### src/rtl/pkt_ctrl_pkg.sv
// Shared widths, ASCII message codes, status codes and FSM states of the packet controller
package pkt_ctrl_pkg;

   //////////////////////////////////////////////////
   // Widths
   //////////////////////////////////////////////////
   localparam int WORD_NBIT     = 16;
   localparam int BYTE_NBIT     = 8;
   localparam int IO_UNIT_NBIT  = 8;
   localparam int IO_BANK_NUM   = 3;
   localparam int IO_BANK_NBIT  = 2;
   localparam int IO_DATA_NUM   = 3;
   localparam int BUF_ADDR_NBIT = 4;
   localparam int MSG_DATA_NBIT = 24;

   //////////////////////////////////////////////////
   // Message characters
   //////////////////////////////////////////////////
   localparam logic [WORD_NBIT-1:0] MSG_HEAD  = "$$";
   localparam logic [BYTE_NBIT-1:0] MSG_END_N = 8'h0A;
   localparam logic [BYTE_NBIT-1:0] MSG_END_R = 8'h0D;
   localparam logic [WORD_NBIT-1:0] MSG_PASS  = "PA";
   localparam logic [WORD_NBIT-1:0] MSG_FAIL  = "FA";

   typedef enum logic [WORD_NBIT-1:0] {
      MSG_TYPE_HANDSHAKE = "00",
      MSG_TYPE_IOCTRL    = "02"
   } msg_type_e;

   typedef enum logic [WORD_NBIT-1:0] {
      MSG_MODE_SETDATA = "01",
      MSG_MODE_EXEDATA = "02",
      MSG_MODE_SEXDATA = "03"
   } msg_mode_e;

   // Tens digit follows the mode, units digit the result
   typedef enum logic [WORD_NBIT-1:0] {
      CODE_BAD_MODE = "00",
      CODE_SET_OK   = "01",
      CODE_SET_LEN  = "02",
      CODE_SET_BAD  = "03",
      CODE_EXE_OK   = "11",
      CODE_EXE_LEN  = "12",
      CODE_EXE_BAD  = "13",
      CODE_SEX_OK   = "21",
      CODE_SEX_LEN  = "22",
      CODE_SEX_BAD  = "23"
   } status_code_e;

   //////////////////////////////////////////////////
   // FSM states
   //////////////////////////////////////////////////
   typedef enum logic [2:0] {
      RX_IDLE, RX_HEAD, RX_TYPE, RX_MODE, RX_CHADDR, RX_DATA, RX_END
   } rx_state_e;

   typedef enum logic [2:0] {
      TX_IDLE, TX_HEAD, TX_TYPE, TX_PF, TX_CODE, TX_CHADDR, TX_DATA, TX_END
   } tx_state_e;

endpackage

### src/rtl/hex_codec.sv
// ASCII hex codec, two characters to a byte with an error flag and a byte back to two characters
`timescale 1ns/1ps
module hex_codec (
   input  logic [pkt_ctrl_pkg::WORD_NBIT-1:0] i_char,
   output logic [pkt_ctrl_pkg::BYTE_NBIT-1:0] o_int,
   output logic                               o_err,
   input  logic [pkt_ctrl_pkg::BYTE_NBIT-1:0] i_int,
   output logic [pkt_ctrl_pkg::WORD_NBIT-1:0] o_char
);
   import pkt_ctrl_pkg::*;

   logic [4:0] dec_hi;
   logic [4:0] dec_lo;

   // Returns {error, nibble}, either case accepted
   function automatic logic [4:0] char_to_nib(input logic [7:0] c);
      logic [7:0] d;
      logic       bad;
      bad = 1'b0;
      if (c >= "0" && c <= "9") begin
         d = c - "0";
      end else if (c >= "a" && c <= "f") begin
         d = c - "a" + 8'd10;
      end else if (c >= "A" && c <= "F") begin
         d = c - "A" + 8'd10;
      end else begin
         d   = 8'h00;
         bad = 1'b1;
      end
      return {bad, d[3:0]};
   endfunction

   function automatic logic [7:0] nib_to_char(input logic [3:0] n);
      return (n < 4'd10) ? {4'h0, n} + "0" : {4'h0, n} + "A" - 8'd10;
   endfunction

   // More significant character sits in the low byte
   assign dec_hi = char_to_nib(i_char[BYTE_NBIT-1:0]);
   assign dec_lo = char_to_nib(i_char[WORD_NBIT-1:BYTE_NBIT]);
   assign o_int  = {dec_hi[3:0], dec_lo[3:0]};
   assign o_err  = dec_hi[4] | dec_lo[4];

   assign o_char = {nib_to_char(i_int[BYTE_NBIT/2-1:0]),
                    nib_to_char(i_int[BYTE_NBIT-1:BYTE_NBIT/2])};

endmodule

### src/rtl/rx_frame_parser.sv
// Receive FSM that pulls type, mode, channel and payload out of one host frame
`timescale 1ns/1ps
module rx_frame_parser (
   input  logic                                   clk,
   input  logic                                   i_rst_n,
   input  logic                                   i_rx_vd,
   input  logic [pkt_ctrl_pkg::WORD_NBIT-1:0]     i_rx_data,
   input  logic                                   i_rx_sop,
   input  logic                                   i_rx_eop,
   output pkt_ctrl_pkg::msg_type_e                o_msg_type,
   output pkt_ctrl_pkg::msg_mode_e                o_msg_mode,
   output logic [pkt_ctrl_pkg::BYTE_NBIT-1:0]     o_ch_addr,
   output logic [pkt_ctrl_pkg::WORD_NBIT-1:0]     o_ch_char,
   output logic [pkt_ctrl_pkg::MSG_DATA_NBIT-1:0] o_data,
   output logic [3:0]                             o_data_cnt,
   output logic                                   o_msg_err,
   output logic                                   o_msg_done
);
   import pkt_ctrl_pkg::*;

   rx_state_e            state;
   logic [BYTE_NBIT-1:0] dec_byte;
   logic                 dec_err;
   logic                 is_end;

   hex_codec u_hex (
      .i_char (i_rx_data),
      .o_int  (dec_byte),
      .o_err  (dec_err),
      .i_int  ('0),
      .o_char ()
   );

   // LF or CR in the low byte closes the frame
   assign is_end = (i_rx_data[BYTE_NBIT-1:0] == MSG_END_N) ||
                   (i_rx_data[BYTE_NBIT-1:0] == MSG_END_R);

   //////////////////////////////////////////////////
   // State walk
   //////////////////////////////////////////////////
   always_ff @(posedge clk) begin
      if (!i_rst_n) begin
         state      <= RX_IDLE;
         o_msg_done <= 1'b0;
      end else begin
         o_msg_done <= 1'b0;
         case (state)
            RX_IDLE: begin
               if (i_rx_sop)
                  state <= RX_HEAD;
            end
            RX_HEAD: begin
               if (i_rx_vd && i_rx_data == MSG_HEAD)
                  state <= RX_TYPE;
            end
            RX_TYPE: begin
               if (i_rx_vd)
                  state <= RX_MODE;
            end
            RX_MODE: begin
               if (i_rx_vd)
                  state <= is_end ? RX_END : RX_CHADDR;
            end
            RX_CHADDR: begin
               if (i_rx_vd)
                  state <= is_end ? RX_END : RX_DATA;
            end
            RX_DATA: begin
               if (i_rx_vd && is_end)
                  state <= RX_END;
            end
            RX_END: ;
            default: state <= RX_IDLE;
         endcase
         // eop closes the frame from any active state
         if (i_rx_eop && state != RX_IDLE) begin
            state      <= RX_IDLE;
            o_msg_done <= 1'b1;
         end
      end
   end

   //////////////////////////////////////////////////
   // Field capture
   //////////////////////////////////////////////////
   always_ff @(posedge clk) begin
      if (state == RX_IDLE && i_rx_sop) begin
         o_msg_type <= msg_type_e'('0);
         o_msg_mode <= msg_mode_e'('0);
         o_ch_addr  <= '0;
         o_ch_char  <= '0;
         o_data     <= '0;
         o_data_cnt <= '0;
         o_msg_err  <= 1'b0;
      end else if (i_rx_vd) begin
         case (state)
            RX_TYPE: o_msg_type <= msg_type_e'(i_rx_data);
            RX_MODE: begin
               if (!is_end)
                  o_msg_mode <= msg_mode_e'(i_rx_data);
            end
            RX_CHADDR: begin
               if (!is_end) begin
                  o_ch_addr <= dec_byte;
                  o_ch_char <= i_rx_data;
                  o_msg_err <= o_msg_err | dec_err;
               end
            end
            RX_DATA: begin
               if (!is_end) begin
                  o_data    <= {o_data[MSG_DATA_NBIT-BYTE_NBIT-1:0], dec_byte};
                  o_msg_err <= o_msg_err | dec_err;
                  // Saturate so an overlong frame never aliases a valid length
                  if (o_data_cnt != 4'hF)
                     o_data_cnt <= o_data_cnt + 4'd1;
               end
            end
            default: ;
         endcase
      end
   end

   // Host must not send words between eop and the next sop
   a_no_vd_idle: assert property (@(posedge clk) disable iff (!i_rst_n)
      state == RX_IDLE |-> !i_rx_vd)
      else $error("rx word outside a frame");

endmodule

### src/rtl/cmd_exec.sv
// Command evaluator: pass/fail status, IO strobes and reply start for a finished frame
`timescale 1ns/1ps
module cmd_exec (
   input  logic                                  clk,
   input  logic                                  i_rst_n,
   input  pkt_ctrl_pkg::msg_type_e               i_msg_type,
   input  pkt_ctrl_pkg::msg_mode_e               i_msg_mode,
   input  logic [pkt_ctrl_pkg::BYTE_NBIT-1:0]    i_ch_addr,
   input  logic [3:0]                            i_data_cnt,
   input  logic                                  i_msg_err,
   input  logic                                  i_msg_done,
   output logic                                  o_set,
   output logic                                  o_exe,
   output logic [pkt_ctrl_pkg::IO_BANK_NBIT-1:0] o_bank,
   output logic                                  o_reply_start,
   output pkt_ctrl_pkg::msg_type_e               o_reply_type,
   output logic [pkt_ctrl_pkg::WORD_NBIT-1:0]    o_pf,
   output pkt_ctrl_pkg::status_code_e            o_code
);
   import pkt_ctrl_pkg::*;

   logic         bad_data;
   logic         is_set;
   logic         is_exe;
   logic         len_ok;
   logic         pass;
   logic         known_type;
   status_code_e io_code;

   // Length error wins over bad data
   always_comb begin
      bad_data = i_msg_err || (i_ch_addr >= BYTE_NBIT'(IO_BANK_NUM));
      is_set   = 1'b0;
      is_exe   = 1'b0;
      len_ok   = 1'b0;
      case (i_msg_mode)
         MSG_MODE_SETDATA: begin
            is_set  = 1'b1;
            len_ok  = (i_data_cnt == 4'(IO_DATA_NUM));
            io_code = !len_ok ? CODE_SET_LEN : (bad_data ? CODE_SET_BAD : CODE_SET_OK);
         end
         MSG_MODE_EXEDATA: begin
            is_exe  = 1'b1;
            len_ok  = (i_data_cnt == 4'd0);
            io_code = !len_ok ? CODE_EXE_LEN : (bad_data ? CODE_EXE_BAD : CODE_EXE_OK);
         end
         MSG_MODE_SEXDATA: begin
            is_set  = 1'b1;
            is_exe  = 1'b1;
            len_ok  = (i_data_cnt == 4'(IO_DATA_NUM));
            io_code = !len_ok ? CODE_SEX_LEN : (bad_data ? CODE_SEX_BAD : CODE_SEX_OK);
         end
         default: io_code = CODE_BAD_MODE;
      endcase
      pass       = (is_set || is_exe) && len_ok && !bad_data;
      known_type = (i_msg_type == MSG_TYPE_HANDSHAKE) || (i_msg_type == MSG_TYPE_IOCTRL);
   end

   always_ff @(posedge clk) begin
      if (!i_rst_n) begin
         o_set         <= 1'b0;
         o_exe         <= 1'b0;
         o_bank        <= '0;
         o_reply_start <= 1'b0;
      end else begin
         o_set         <= 1'b0;
         o_exe         <= 1'b0;
         o_reply_start <= i_msg_done && known_type;
         if (i_msg_done && i_msg_type == MSG_TYPE_IOCTRL && pass) begin
            o_set  <= is_set;
            o_exe  <= is_exe;
            o_bank <= i_ch_addr[IO_BANK_NBIT-1:0];
         end
      end
   end

   // Reply fields hold until the next known frame
   always_ff @(posedge clk) begin
      if (i_msg_done && known_type) begin
         o_reply_type <= i_msg_type;
         if (i_msg_type == MSG_TYPE_HANDSHAKE) begin
            o_pf   <= MSG_PASS;
            o_code <= CODE_SET_OK;
         end else begin
            o_pf   <= pass ? MSG_PASS : MSG_FAIL;
            o_code <= io_code;
         end
      end
   end

endmodule

### src/rtl/io_bank_regs.sv
// IO bank registers with masked set, pin drive on execute and readback of the selected bank
`timescale 1ns/1ps
module io_bank_regs #(
   parameter int IO_BANK_NUM  = 3,
   parameter int IO_UNIT_NBIT = 8
) (
   input  logic                                   clk,
   input  logic                                   i_rst_n,
   input  logic                                   i_set,
   input  logic                                   i_exe,
   input  logic [pkt_ctrl_pkg::IO_BANK_NBIT-1:0]  i_bank,
   input  logic [pkt_ctrl_pkg::MSG_DATA_NBIT-1:0] i_data,
   input  logic [IO_BANK_NUM*IO_UNIT_NBIT-1:0]    i_io_db,
   output logic [IO_BANK_NUM*IO_UNIT_NBIT-1:0]    o_io_dir,
   output logic [IO_BANK_NUM*IO_UNIT_NBIT-1:0]    o_io_db,
   output logic [IO_UNIT_NBIT-1:0]                o_cur_mask,
   output logic [IO_UNIT_NBIT-1:0]                o_cur_dir,
   output logic [IO_UNIT_NBIT-1:0]                o_cur_data
);

   logic [IO_UNIT_NBIT-1:0] mask_q  [IO_BANK_NUM];
   logic [IO_UNIT_NBIT-1:0] dir_q   [IO_BANK_NUM];
   logic [IO_UNIT_NBIT-1:0] data_q  [IO_BANK_NUM];
   logic [IO_UNIT_NBIT-1:0] pin_dir [IO_BANK_NUM];
   logic [IO_UNIT_NBIT-1:0] pin_db  [IO_BANK_NUM];
   logic [IO_UNIT_NBIT-1:0] new_mask;
   logic [IO_UNIT_NBIT-1:0] new_dir;
   logic [IO_UNIT_NBIT-1:0] new_data;
   logic [IO_UNIT_NBIT-1:0] pin_in;

   // Payload order is mask, direction, data; dir 1 is output
   assign new_mask = i_data[3*IO_UNIT_NBIT-1 -: IO_UNIT_NBIT];
   assign pin_in   = i_io_db[i_bank*IO_UNIT_NBIT +: IO_UNIT_NBIT];
   assign new_dir  = (new_mask & dir_q[i_bank]) |
                     (~new_mask & i_data[2*IO_UNIT_NBIT-1 -: IO_UNIT_NBIT]);
   // Input bits latch the pin level seen at set time
   assign new_data = (new_mask & data_q[i_bank]) |
                     (~new_mask & ((new_dir & i_data[IO_UNIT_NBIT-1:0]) | (~new_dir & pin_in)));

   always_ff @(posedge clk) begin
      if (!i_rst_n) begin
         for (int b = 0; b < IO_BANK_NUM; b++) begin
            mask_q[b]  <= '0;
            dir_q[b]   <= '0;
            data_q[b]  <= '0;
            pin_dir[b] <= '0;
            pin_db[b]  <= '0;
         end
      end else begin
         for (int b = 0; b < IO_BANK_NUM; b++) begin
            if (i_bank == b && i_set) begin
               mask_q[b] <= new_mask;
               dir_q[b]  <= new_dir;
               data_q[b] <= new_data;
            end
            // Set-and-execute drives the freshly computed values
            if (i_bank == b && i_exe) begin
               pin_dir[b] <= i_set ? new_dir : dir_q[b];
               pin_db[b]  <= i_set ? (new_data & ~new_mask) : (data_q[b] & ~mask_q[b]);
            end
         end
      end
   end

   for (genvar g = 0; g < IO_BANK_NUM; g++) begin : g_pins
      assign o_io_dir[g*IO_UNIT_NBIT +: IO_UNIT_NBIT] = pin_dir[g];
      assign o_io_db[g*IO_UNIT_NBIT +: IO_UNIT_NBIT]  = pin_db[g];
   end

   assign o_cur_mask = mask_q[i_bank];
   assign o_cur_dir  = dir_q[i_bank];
   assign o_cur_data = data_q[i_bank];

endmodule

### src/rtl/reply_builder.sv
// Transmit FSM that writes the reply frame into the host buffer image
`timescale 1ns/1ps
module reply_builder (
   input  logic                                  clk,
   input  logic                                  i_rst_n,
   input  logic                                  i_reply_start,
   input  pkt_ctrl_pkg::msg_type_e               i_reply_type,
   input  logic [pkt_ctrl_pkg::WORD_NBIT-1:0]    i_pf,
   input  pkt_ctrl_pkg::status_code_e            i_code,
   input  logic [pkt_ctrl_pkg::WORD_NBIT-1:0]    i_ch_char,
   input  logic [pkt_ctrl_pkg::IO_UNIT_NBIT-1:0] i_cur_mask,
   input  logic [pkt_ctrl_pkg::IO_UNIT_NBIT-1:0] i_cur_dir,
   input  logic [pkt_ctrl_pkg::IO_UNIT_NBIT-1:0] i_cur_data,
   output logic                                  o_tx_vd,
   output logic [pkt_ctrl_pkg::BUF_ADDR_NBIT:0]  o_tx_addr,
   output logic [pkt_ctrl_pkg::WORD_NBIT-1:0]    o_tx_data,
   output logic                                  o_tx_eop
);
   import pkt_ctrl_pkg::*;

   // Words 0..4 are head, type, pf, code and channel
   localparam logic [BUF_ADDR_NBIT-1:0] LAST_DATA_ADDR = BUF_ADDR_NBIT'(4 + IO_DATA_NUM);
   localparam logic [BUF_ADDR_NBIT-1:0] END_ADDR       = LAST_DATA_ADDR + 1'b1;

   tx_state_e                state;
   logic [BUF_ADDR_NBIT-1:0] addr;
   logic                     io_reply;
   logic [MSG_DATA_NBIT-1:0] payload;
   logic [WORD_NBIT-1:0]     enc_char;

   hex_codec u_hex (
      .i_char ('0),
      .o_int  (),
      .o_err  (),
      .i_int  (payload[MSG_DATA_NBIT-1 -: BYTE_NBIT]),
      .o_char (enc_char)
   );

   //////////////////////////////////////////////////
   // Word sequencer
   //////////////////////////////////////////////////
   always_ff @(posedge clk) begin
      if (!i_rst_n) begin
         state    <= TX_IDLE;
         addr     <= '0;
         io_reply <= 1'b0;
      end else begin
         if (state == TX_IDLE)
            addr <= '0;
         else
            addr <= addr + 1'b1;
         case (state)
            TX_IDLE: begin
               if (i_reply_start) begin
                  state    <= TX_HEAD;
                  io_reply <= (i_reply_type != MSG_TYPE_HANDSHAKE);
               end
            end
            TX_HEAD:   state <= TX_TYPE;
            TX_TYPE:   state <= TX_PF;
            TX_PF:     state <= TX_CODE;
            TX_CODE:   state <= io_reply ? TX_CHADDR : TX_IDLE;
            TX_CHADDR: state <= TX_DATA;
            TX_DATA: begin
               if (addr == LAST_DATA_ADDR)
                  state <= TX_END;
            end
            TX_END: begin
               if (addr == '1)
                  state <= TX_IDLE;
            end
            default: state <= TX_IDLE;
         endcase
      end
   end

   // Bank bytes are sampled once, then shifted out MSB byte first
   always_ff @(posedge clk) begin
      if (state == TX_CHADDR)
         payload <= {i_cur_mask, i_cur_dir, i_cur_data};
      else if (state == TX_DATA)
         payload <= payload << BYTE_NBIT;
   end

   always_comb begin
      o_tx_data = '0;
      case (state)
         TX_HEAD:   o_tx_data = MSG_HEAD;
         TX_TYPE:   o_tx_data = i_reply_type;
         TX_PF:     o_tx_data = i_pf;
         TX_CODE:   o_tx_data = i_code;
         TX_CHADDR: o_tx_data = i_ch_char;
         TX_DATA:   o_tx_data = enc_char;
         TX_END: begin
            // End marker once, zero padding after it
            if (addr == END_ADDR)
               o_tx_data = {MSG_END_N, MSG_END_R};
         end
         default: ;
      endcase
   end

   assign o_tx_vd   = (state != TX_IDLE);
   assign o_tx_addr = {io_reply, addr};
   assign o_tx_eop  = (state == TX_CODE && !io_reply) || (state == TX_END && addr == '1);

   // No back-pressure, so a new frame must not finish during a reply
   a_start_idle: assert property (@(posedge clk) disable iff (!i_rst_n)
      i_reply_start |-> state == TX_IDLE)
      else $error("reply start while a reply is busy");

endmodule

### src/rtl/pkt_ctrl_top.sv
// Packet controller top: frame parser, command evaluator, IO banks and reply builder
`timescale 1ns/1ps
module pkt_ctrl_top #(
   parameter int IO_BANK_NUM  = pkt_ctrl_pkg::IO_BANK_NUM,
   parameter int IO_UNIT_NBIT = pkt_ctrl_pkg::IO_UNIT_NBIT
) (
   input  logic                                 clk,
   input  logic                                 i_rst_n,
   input  logic                                 i_rx_vd,
   input  logic [pkt_ctrl_pkg::WORD_NBIT-1:0]   i_rx_data,
   input  logic                                 i_rx_sop,
   input  logic                                 i_rx_eop,
   output logic                                 o_tx_vd,
   output logic [pkt_ctrl_pkg::BUF_ADDR_NBIT:0] o_tx_addr,
   output logic [pkt_ctrl_pkg::WORD_NBIT-1:0]   o_tx_data,
   output logic                                 o_tx_eop,
   input  logic [IO_BANK_NUM*IO_UNIT_NBIT-1:0]  i_io_db,
   output logic [IO_BANK_NUM*IO_UNIT_NBIT-1:0]  o_io_dir,
   output logic [IO_BANK_NUM*IO_UNIT_NBIT-1:0]  o_io_db
);
   import pkt_ctrl_pkg::*;

   msg_type_e                msg_type;
   msg_mode_e                msg_mode;
   logic [BYTE_NBIT-1:0]     ch_addr;
   logic [WORD_NBIT-1:0]     ch_char;
   logic [MSG_DATA_NBIT-1:0] msg_data;
   logic [3:0]               data_cnt;
   logic                     msg_err;
   logic                     msg_done;
   logic                     io_set;
   logic                     io_exe;
   logic [IO_BANK_NBIT-1:0]  io_bank;
   logic                     reply_start;
   msg_type_e                reply_type;
   logic [WORD_NBIT-1:0]     reply_pf;
   status_code_e             reply_code;
   logic [IO_UNIT_NBIT-1:0]  cur_mask;
   logic [IO_UNIT_NBIT-1:0]  cur_dir;
   logic [IO_UNIT_NBIT-1:0]  cur_data;

   rx_frame_parser u_parser (
      .clk        (clk),
      .i_rst_n    (i_rst_n),
      .i_rx_vd    (i_rx_vd),
      .i_rx_data  (i_rx_data),
      .i_rx_sop   (i_rx_sop),
      .i_rx_eop   (i_rx_eop),
      .o_msg_type (msg_type),
      .o_msg_mode (msg_mode),
      .o_ch_addr  (ch_addr),
      .o_ch_char  (ch_char),
      .o_data     (msg_data),
      .o_data_cnt (data_cnt),
      .o_msg_err  (msg_err),
      .o_msg_done (msg_done)
   );

   cmd_exec u_exec (
      .clk           (clk),
      .i_rst_n       (i_rst_n),
      .i_msg_type    (msg_type),
      .i_msg_mode    (msg_mode),
      .i_ch_addr     (ch_addr),
      .i_data_cnt    (data_cnt),
      .i_msg_err     (msg_err),
      .i_msg_done    (msg_done),
      .o_set         (io_set),
      .o_exe         (io_exe),
      .o_bank        (io_bank),
      .o_reply_start (reply_start),
      .o_reply_type  (reply_type),
      .o_pf          (reply_pf),
      .o_code        (reply_code)
   );

   io_bank_regs #(
      .IO_BANK_NUM  (IO_BANK_NUM),
      .IO_UNIT_NBIT (IO_UNIT_NBIT)
   ) u_io (
      .clk        (clk),
      .i_rst_n    (i_rst_n),
      .i_set      (io_set),
      .i_exe      (io_exe),
      .i_bank     (io_bank),
      .i_data     (msg_data),
      .i_io_db    (i_io_db),
      .o_io_dir   (o_io_dir),
      .o_io_db    (o_io_db),
      .o_cur_mask (cur_mask),
      .o_cur_dir  (cur_dir),
      .o_cur_data (cur_data)
   );

   reply_builder u_reply (
      .clk           (clk),
      .i_rst_n       (i_rst_n),
      .i_reply_start (reply_start),
      .i_reply_type  (reply_type),
      .i_pf          (reply_pf),
      .i_code        (reply_code),
      .i_ch_char     (ch_char),
      .i_cur_mask    (cur_mask),
      .i_cur_dir     (cur_dir),
      .i_cur_data    (cur_data),
      .o_tx_vd       (o_tx_vd),
      .o_tx_addr     (o_tx_addr),
      .o_tx_data     (o_tx_data),
      .o_tx_eop      (o_tx_eop)
   );

endmodule

### config.mk
export PLATFORM = sky130hd
export DESIGN_NAME = pkt_ctrl_top
export DESIGN_NICKNAME = d
export VERILOG_FILES = /design/src/rtl/pkt_ctrl_pkg.sv /design/src/rtl/hex_codec.sv /design/src/rtl/rx_frame_parser.sv /design/src/rtl/cmd_exec.sv /design/src/rtl/io_bank_regs.sv /design/src/rtl/reply_builder.sv /design/src/rtl/pkt_ctrl_top.sv
export SDC_FILE = /design/constraint.sdc
export NUM_CORES = 1
export LEC_CHECK = 0
export BUFFER_PORTS_ARGS = -buffer_cell sky130_fd_sc_hd__buf_2
export CAP_MARGIN = 20
export CORE_ASPECT_RATIO = 1.5
export CORE_MARGIN = 5
export CORE_UTILIZATION = 50
export DETAILED_ROUTE_END_ITERATION = 8
export PLACE_DENSITY_LB_ADDON = 0.05
export SLEW_MARGIN = 20
export SYNTH_ARGS = -nofsm -noshare
export SYNTH_HDL_FRONTEND = slang
export SYNTH_HIERARCHICAL = 1
export SYNTH_SLANG_ARGS = --single-unit
### constraint.sdc
create_clock -name clk -period 4.7 [get_ports clk]
set_clock_uncertainty 0.2 [all_clocks]
set_input_delay 0.94 -clock clk [delete_from_list [all_inputs] [get_ports clk]]
set_output_delay 0.94 -clock clk [all_outputs]
set_load 0.05 [all_outputs]
; Yosys cells after proc, flatten, opt, wreduce, memory -nomap -nowiden
; Memory sizes are Yosys's and may differ from the RTL's. A register that Yosys moved wholly into a read port is not among the register bits.
; Cells that the tools add are included.
[word_totals]
latchBits = 0
mem_count = 5
mem_bits_ro = 0
reg_bits = 174
output_inout_bits = 71
inputBits = 45
mem_bits_rw = 120
word_cells = 277
[op_classes]
mux = 90
n_lt_le_gt_ge = 15
mul = 0
n_bitwise = 38
n_reduce_logical = 52
shift = 1
n_addsub = 18
div_mod_pow = 0
n_eq_ne = 38
[memory_table]
columns = name, words, word_bits, read_ports, rd_ports_with_merged_regs, wr, line_no
row1 = u_io.data_q, 3, 8, 4, 1, 3, io_bank_regs.sv:23  ; logic [IO_UNIT_NBIT-1:0] data_q [IO_BANK_NUM];
row2 = u_io.dir_q, 3, 8, 4, 1, 3, io_bank_regs.sv:22  ; logic [IO_UNIT_NBIT-1:0] dir_q [IO_BANK_NUM];
row3 = u_io.mask_q, 3, 8, 4, 1, 3, io_bank_regs.sv:21  ; logic [IO_UNIT_NBIT-1:0] mask_q [IO_BANK_NUM];
row4 = u_io.pin_db, 3, 8, 3, 0, 3, io_bank_regs.sv:25  ; logic [IO_UNIT_NBIT-1:0] pin_db [IO_BANK_NUM];
row5 = u_io.pin_dir, 3, 8, 3, 0, 3, io_bank_regs.sv:24  ; logic [IO_UNIT_NBIT-1:0] pin_dir [IO_BANK_NUM];
[op_table]
columns = op, n
row1 = 2-to-1 mux 8 bit, 23
row2 = case mux 16 bit (7 select lines), 1
row3 = == test 16 x 14 -> 1 bit (second input constant), 6
row4 = bitwise AND 8 bit, 10
row5 = 2-to-1 mux 16 bit, 3
row6 = 2-to-1 mux 24 bit, 2
row7 = case mux 16 bit (3 select lines), 1
row8 = NOT 8 bit, 5
row9 = greater-or-equal comparator 8 x 7 -> 1 bit (second input constant), 4
row10 = <= comparator 8 x 7 -> 1 bit (second input constant), 4
row11 = 2-to-1 mux 3 bit, 10
row12 = 2-to-1 mux 1 bit, 28
row13 = 2-to-1 mux 4 bit, 6
row14 = OR 8 bit, 3
row15 = case mux 3 bit (8 select lines), 1
row16 = variable part select 24 x 6 -> 8 bit, 1
row17 = subtractor 4 x 1 -> 4 bit (second input constant), 6
row18 = logical AND 1 bit, 23
row19 = 2-to-1 mux 2 bit, 11
row20 = == test 3 bit (second input constant), 7
row21 = case mux 3 bit (7 select lines), 1
row22 = OR 1 bit, 17
row23 = adder 4 bit (second input constant), 4
row24 = adder 4 x 7 -> 8 bit (second input constant), 2
row25 = other kinds (35), 73

; Logic depth before layout (Yosys ltp)
; Gate-level depths: netlist (run 1).
[depth]
word_depth = 11
ltp_mapped = 8
mapped_depth_nobuf = 8

; By module
; The synthesis (run 1) kept the hierarchy.
[modules_own_cells]
columns = mod, cells_per_inst, area_per_inst_um2, seq_area_each_um2, instances
row1 = io_bank_regs, 435, 5930.7, 3603.5, 1
row2 = rx_frame_parser, 387, 3444.6, 1781.7, 1
row3 = reply_builder, 205, 2212.1, 880.8, 1
row4 = cmd_exec, 104, 1345.0, 760.7, 1
row5 = hex_codec, 76, 561.8, 0.0, 2

; Least setup slack after synthesis (run 1)
; Ideal clock, no wire load.
[synth_timing]
kind = reg-to-reg
from = register u_exec/o_bank[0] (netlist name)
to = memory u_io.data_q[1][0] (enable)
t_arrival_ps = 2876
setup_ps = 442
stages_incl_launch_ff = 7
synth_period_minus_slack_ps = 3519
required_time_ps = 4058
path_buffers = 4
setup_slack_ps = 1181
cell_sequence = dfxtp_1 -> buf_6 -> buf_4 -> buf_6 -> buf_4 -> inv_1 -> o31ai_1
[synth_rtl]
columns = element, line_no
row1 = from (decl), cmd_exec.sv:14  ; output logic [pkt_ctrl_pkg::IO_BANK_NBIT-1:0] o_bank,
row2 = from (signal assigned), cmd_exec.sv:72  ; o_bank <= i_ch_addr[IO_BANK_NBIT-1:0];
row3 = to (decl), io_bank_regs.sv:23

; Worst setup path after layout (run 1)
[layout_timing]
from = register u_reply.state[2]
to = output port o_tx_data[5] (netlist name)
[layout_via]
elab_chain_cells = 2
word_cells_on_any_way = 8
cone_classes = 7 x eq/ne / 1 x mux
[layout_rtl]
columns = element, line_no
row1 = from (decl), reply_builder.sv:25  ; tx_state_e state;
row2 = from (signal assigned), reply_builder.sv:62  ; TX_CODE: state <= io_reply ? TX_CHADDR : TX_IDLE;
row3 = "== test 3 bit, or another cell as far along", reply_builder.sv:87  ; case (state)
row4 = case mux 16 bit (7 select lines) (*), reply_builder.sv:87
row5 = to (decl), pkt_ctrl_top.sv:15  ; output logic [pkt_ctrl_pkg::WORD_NBIT-1:0] o_tx_data,
; Mark *: on every way between the ends. The rest lies on a longest branch, timed or not.

==> impl_metrics.py, run 1 <==
metrics = {
    "clock_tree": {
        "cts.repair.resized": 0,
        "htree_levels": 1,
        "cts_buffer_depth": 3,
        "clock_sinks": 268,
        "post-cts-setup-buffers": 0,
        "cts_hold_buf": 0,
        "ctsRootBufferMaster": "clkbuf_16",
        "cts.clk_slew.worst_paths_ps": 70,
        "cts_tree": "yes",
        "numCtsBuffers": 26,
        "clkLatencyLatePin_ps": 540,
    },
    "worst_setup_path": {
        "crit_chain": "and2b_1, buf_4, a221oi_1, a31oi_1, buf_2",
        "path_max_fanout": 28,
        "arrival_ps": 2820,
        "slowest_delay_ps": 910,
        "critPathSlowestCell": "dfxtp_1",
        "required_ps": 3560,
        "endpoint_kind": "output port",
        "crit_family": "flip-flops",
        "critPathLaunchType": "flop",
        "path_class": "flop to output port",
        "crit_buf_inv": 2,
    },
    "sta": {
        "relSlewSlack_pct": 29.5,
        "setup-tns-final_ps": 0,
        "layout_setup_ws_ps": 735,
        "period_share_pct": 84.4,
        "worstMarginPinSlew_ps": 1050,
        "drv_slew": 0,
        "hold_viol": 0,
        "fin_crit_ps": 3960,
        "hold_slack_ps": 260,
        "finalSetupViolCount": 0,
        "rsz0062_at_grt": "false",
        "fmax_ghz": 0.252,
    },
    "die": {
        "io_pins": 116,
        "core-area_um2": 26600,
        "dieArea_um2": 30400,
        "die_w_um": 144,
        "placementRows": 73,
        "initial_core_util_pct": 50.7,
        "die_y_um": 211,
    },
    "drt": {
        "num_vias": 9348,
        "route.detailed.drc": 0,
        "drt-initial-drc-count": 622,
        "ant_nets": 0,
        "vias_per_cell": 5.66,
        "drtPass1Iterations": 5,
        "wl_per_cell_um": 20.8,
        "wl_mm": 34.3,
    },
    "flow_run": {
        "maxCapViolCount": 0,
    },
    "global_routing": {
        "grtUsageTotal_pct": 22.6,
        "grt_pass1_vias": 9272,
        "grt_pass1_wl_mm": 53.3,
        "antenna_found_initial": 2,
        "grt-ovfl-total": 0,
        "grt_start_max_net_pins": 50,
    },
    "placed_design": {
        "io_buffers": 115,
        "hpwlAfterDp_mm": 25.2,
        "dp_cells": 1603,
        "dp_slack_ps": 1310,
        "gpl.final_weighted_congestion": 0.883,
        "placed_cell_area_um2": 14100,
    },
    "power": {
        "finalPower_mw": 5.46,
        "peakVddDrop_mv": 0.302,
        "power.leakage_nw": 5.33,
        "powerDensity_nw_per_um2": 364,
    },
    "cells_and_area": {
        "area_delta_synth_final_pct": 11.4,
        "finish.utilization_pct": 56.5,
        "num-nets-final": 1350,
        "finalNonFillerCells": 1652,
        "fin_area_um2": 15000,
        "drive_above_1_share_pct": 21.8,
    },
    "synthesis": {
        "syn_area_um2": 13500,
        "yosys_warnings": 6,
        "syn_area_per_cell_um2": 11.2,
        "syn_inst": 1205,
    },
    "worst_hold_path": {
        "hp-class": "flop to flop",
    },
    "run_status": {
        "status": "complete, no violations",
    },
}
==> worst paths after layout <==
path,from,end,slack (ps),depth (start not counted)
max,u_reply/state[2],o_tx_data[5],740,5
max reg2reg,u_reply/state[2],u_reply/payload[22],1930,4
min reg2reg,u_parser/o_msg_type[14],u_exec/o_reply_type[14],260,0
min,u_parser/o_msg_type[14],u_exec/o_reply_type[14],260,0
==> layout by cell type, fill, tap and decap left out, types with 25 or more instances in the layout <==
master / count
edfxtp_1: 166
nand2_1: 138
buf_2: 115
nor2_1: 102
dfxtp_1: 99
mux2i_1: 62
a21oi_1: 56
mux2_2: 49
nor3_1: 37
inv_1: 37
o21ai_0: 31
nand2b_1: 28
clkbuf_16: 27
conb_1: 27
and3_1: 25
o32ai_1: 25
==> where the power goes <==
| group | switching (mW) | internal [mW] |
|---|---|---|
| Combinational | 0.452 | 0.189 |
| Clock | 0.888 | 1.26 |
| Sequential | 0.0853 | 2.59 |
| Total | 1.43 | 4.04 |
==> per-layer routing <==
| layer | GRT usage (%) | routed length (µm) | part of all wire (%) | vias to the layer above |
|---|---|---|---|---|
| li1 | - | - | - | 4579 |
| met1 | 26.5 | 13300 | 39 | 4486 |
| met2 | 41.8 | 18300 | 53 | 216 |
| met3 | 2.49 | 1390 | 4.1 | 63 |
| met4 | 8.64 | 1240 | 3.6 | 4 |
| met5 | 0 | 34 | 0.099 | - |
==> sequential cells by signal (all words and copies together), names as in the netlist, 3 cells and up <==
| register | count |
|---|---|
| u_parser/o_data_cnt | 4 |
| u_reply/payload | 24 |
| u_exec/o_code | 4 |
| u_io/pin_dir | 24 |
| u_reply/addr | 4 |
| u_reply/state | 3 |
| u_parser/o_ch_char | 16 |
| u_parser/o_data | 24 |
| u_exec/o_reply_type | 16 |
| u_io/mask_q | 24 |
| u_parser/o_msg_mode | 16 |
| u_parser/o_msg_type | 16 |
| u_parser/o_ch_addr | 8 |
| u_io/data_q | 24 |
| u_io/pin_db | 24 |
| u_io/dir_q | 24 |
| u_parser/state | 3 |
==> layout make-up <==
| cell class | instances | area (µm²) |
|---|---|---|
| antenna | 1 | 2.50 |
| tap | 337 | 422 |
| multi-input combinational | 827 | 5840 |
| clock buffer | 29 | 683 |
| fill | 2281 | 11600 |
| inverter | 37 | 139 |
| sequential | 268 | 7030 |
| clock inverter | 19 | 195 |
| timing repair buffer | 134 | 718 |
Power figures use the tool's default switching activity.
==> run 2, diff against run 1 <==
Clock period 4.7 ns to 3.3 ns, I/O delays scaled along.
==> impl_metrics.py, run 2 (synthesized netlist as in run 1, its figures left out) <==
metrics = {
    "worst_setup_path": {
        "endpoint_kind": "output port",
        "critPathLaunchType": "flop",
        "path_class": "flop to output port",
        "cpMostUsedCell": "nand2_1",
        "slowest_delay_ps": 440,
        "arrival_ps": 2340,
        "crit_buf_inv": 2,
        "required_ps": 2440,
        "path_max_fanout": 4,
        "crit_chain": "inv_1, ha_2, nand2_1, nand2_1, o21ai_0, mux2_2, a221oi_2, a31oi_1, buf_4",
        "critPathSlowestCell": "edfxtp_1",
        "crit_family": "flip-flops",
    },
    "global_routing": {
        "antenna_found_initial": 2,
        "grt-ovfl-total": 0,
        "grt_pass1_vias": 9036,
        "grt_pass1_wl_mm": 51.7,
        "grt_start_max_net_pins": 84,
        "grtUsageTotal_pct": 22.0,
    },
    "die": {
        "die_y_um": 211,
        "placementRows": 73,
        "dieArea_um2": 30400,
        "die_w_um": 144,
        "initial_core_util_pct": 50.7,
        "core-area_um2": 26600,
        "io_pins": 116,
    },
    "power": {
        "power.leakage_nw": 5.41,
        "finalPower_mw": 7.70,
        "clkPwrFrac_pct": 38.4,
        "seq_power_share_pct": 49.3,
        "p_int_mw": 5.68,
        "swShare_pct": 26.3,
        "p_sw_mw": 2.03,
        "powerDensity_nw_per_um2": 509,
        "peakVddDrop_mv": 0.462,
        "power_frac_comb_pct": 12.3,
    },
    "cells_and_area": {
        "layout_common_cells": "edfxtp_1, nand2_1, buf_2, nor2_1, dfxtp_1",
        "drive_above_1_share_pct": 23.3,
        "num-nets-final": 1360,
        "insertedDiodeCount": 0,
        "mostFrequentLayoutCell": "edfxtp_1",
        "fin_area_um2": 15100,
        "area_delta_synth_final_pct": 12.3,
    },
    "placed_design": {
        "io_buffers": 115,
        "gpl.final_weighted_congestion": 0.867,
        "placed_cell_area_um2": 14300,
        "dp_slack_ps": 632,
        "hpwlAfterDp_mm": 24.7,
    },
    "sta": {
        "rsz0062_at_grt": "true",
        "fmax_ghz": 0.313,
        "finalSetupViolCount": 0,
        "hold_viol": 0,
        "worstMarginPinSlew_ps": 855,
        "period_share_pct": 96.9,
        "relSlewSlack_pct": 42.5,
        "drv_slew": 0,
        "setup-tns-final_ps": 0,
        "fin_crit_ps": 3200,
        "layout_setup_ws_ps": 102,
    },
    "clock_tree": {
        "clkLatencyLatePin_ps": 530,
        "clock_sinks": 268,
        "cts_buffer_depth": 3,
        "post-cts-setup-buffers": 0,
        "cts.repair.resized": 0,
        "cts_tree": "yes",
        "numCtsBuffers": 26,
        "cts_hold_buf": 0,
        "htree_levels": 1,
        "cts.clk_slew.worst_paths_ps": 70,
        "ctsRootBufferMaster": "clkbuf_16",
    },
    "drt": {
        "ant_nets": 0,
        "vias_per_cell": 5.62,
        "num_vias": 9335,
        "drtPass1Iterations": 5,
        "wl_per_cell_um": 20.2,
        "route.detailed.drc": 0,
        "drt-initial-drc-count": 484,
        "wl_mm": 33.6,
    },
    "worst_hold_path": {
        "hp-class": "input port to flop",
    },
    "run_status": {
        "status": "complete, no violations",
    },
    "flow_run": {
        "maxCapViolCount": 0,
    },
}
run 2: cell types whose count changed in the layout (fill, tap and decap cells not counted), moves of 2 or more:
cell / delta
buf_12: +4
buf_2: -2
buf_4: +8
bufinv_16: -2
clkbuf_1: +2
clkbuf_8: +2
clkinv_1: -8
clkinv_2: +6
clkinvlp_2: -2
run 2: layer usage:
| layer | global-route usage (%) | share of wire [%] | vias up |
|---|---|---|---|
| met5 | 0 | 0.068 | - |
| met1 | 25.5 | 38 | 4413 |
| met3 | 3.22 | 5.0 | 85 |
| li1 | - | - | 4589 |
| met4 | 10.6 | 5.2 | 4 |
| met2 | 39.4 | 52 | 244 |
run 2: per-stage QoR:
| step | hold WS (ps) | util [%] | std cells |
|---|---|---|---|
| floorplan | 221 | - | 1229 |
| global placement | 238 | 53.7 | 1613 |
| finish | 229 | 57.0 | 1661 |
| detailed placement | 241 | 53.7 | 1613 |
| global route | 234 | 57.0 | 1661 |
| CTS | 205 | 56.9 | 1661 |
run 2: tightest hold or removal path: stages:
cell,delay [ps]
buf_2,140
nand2_1,60
a21oi_1,50
run 2: power groups by stage:
stage	clock [mW]	combinational, mW	sequential [mW]
floorplan	0	0.618	3.93
global placement	0	0.948	3.87
detailed placement	0	0.953	3.87
CTS	3.03	0.953	3.80
global route	3.17	1.02	3.81
finish	2.96	0.951	3.80
run 2: area by class of cell:
class,count,area (µm²)
clock buffers,33,718
clock inverters,15,136
fillers,2267,11400
inverters,37,139
multi-input cells,827,5860
flip-flops and latches,268,7030
well taps,337,422
repair buffers,144,848
run 2: final timing paths:
kind                            cells past startpoint                 endpoint  slack, ps                    start
worst max-delay path                                9            o_tx_data[10]        100      u_reply/payload[17]
worst min-delay path                                3  u_parser/o_msg_type[13]        230            i_rx_data[13]
worst min register to register                      0  u_exec/o_reply_type[14]        250  u_parser/o_msg_type[14]
worst max register to register                      4        u_io/pin_db[0][8]        700         u_exec/o_bank[0]
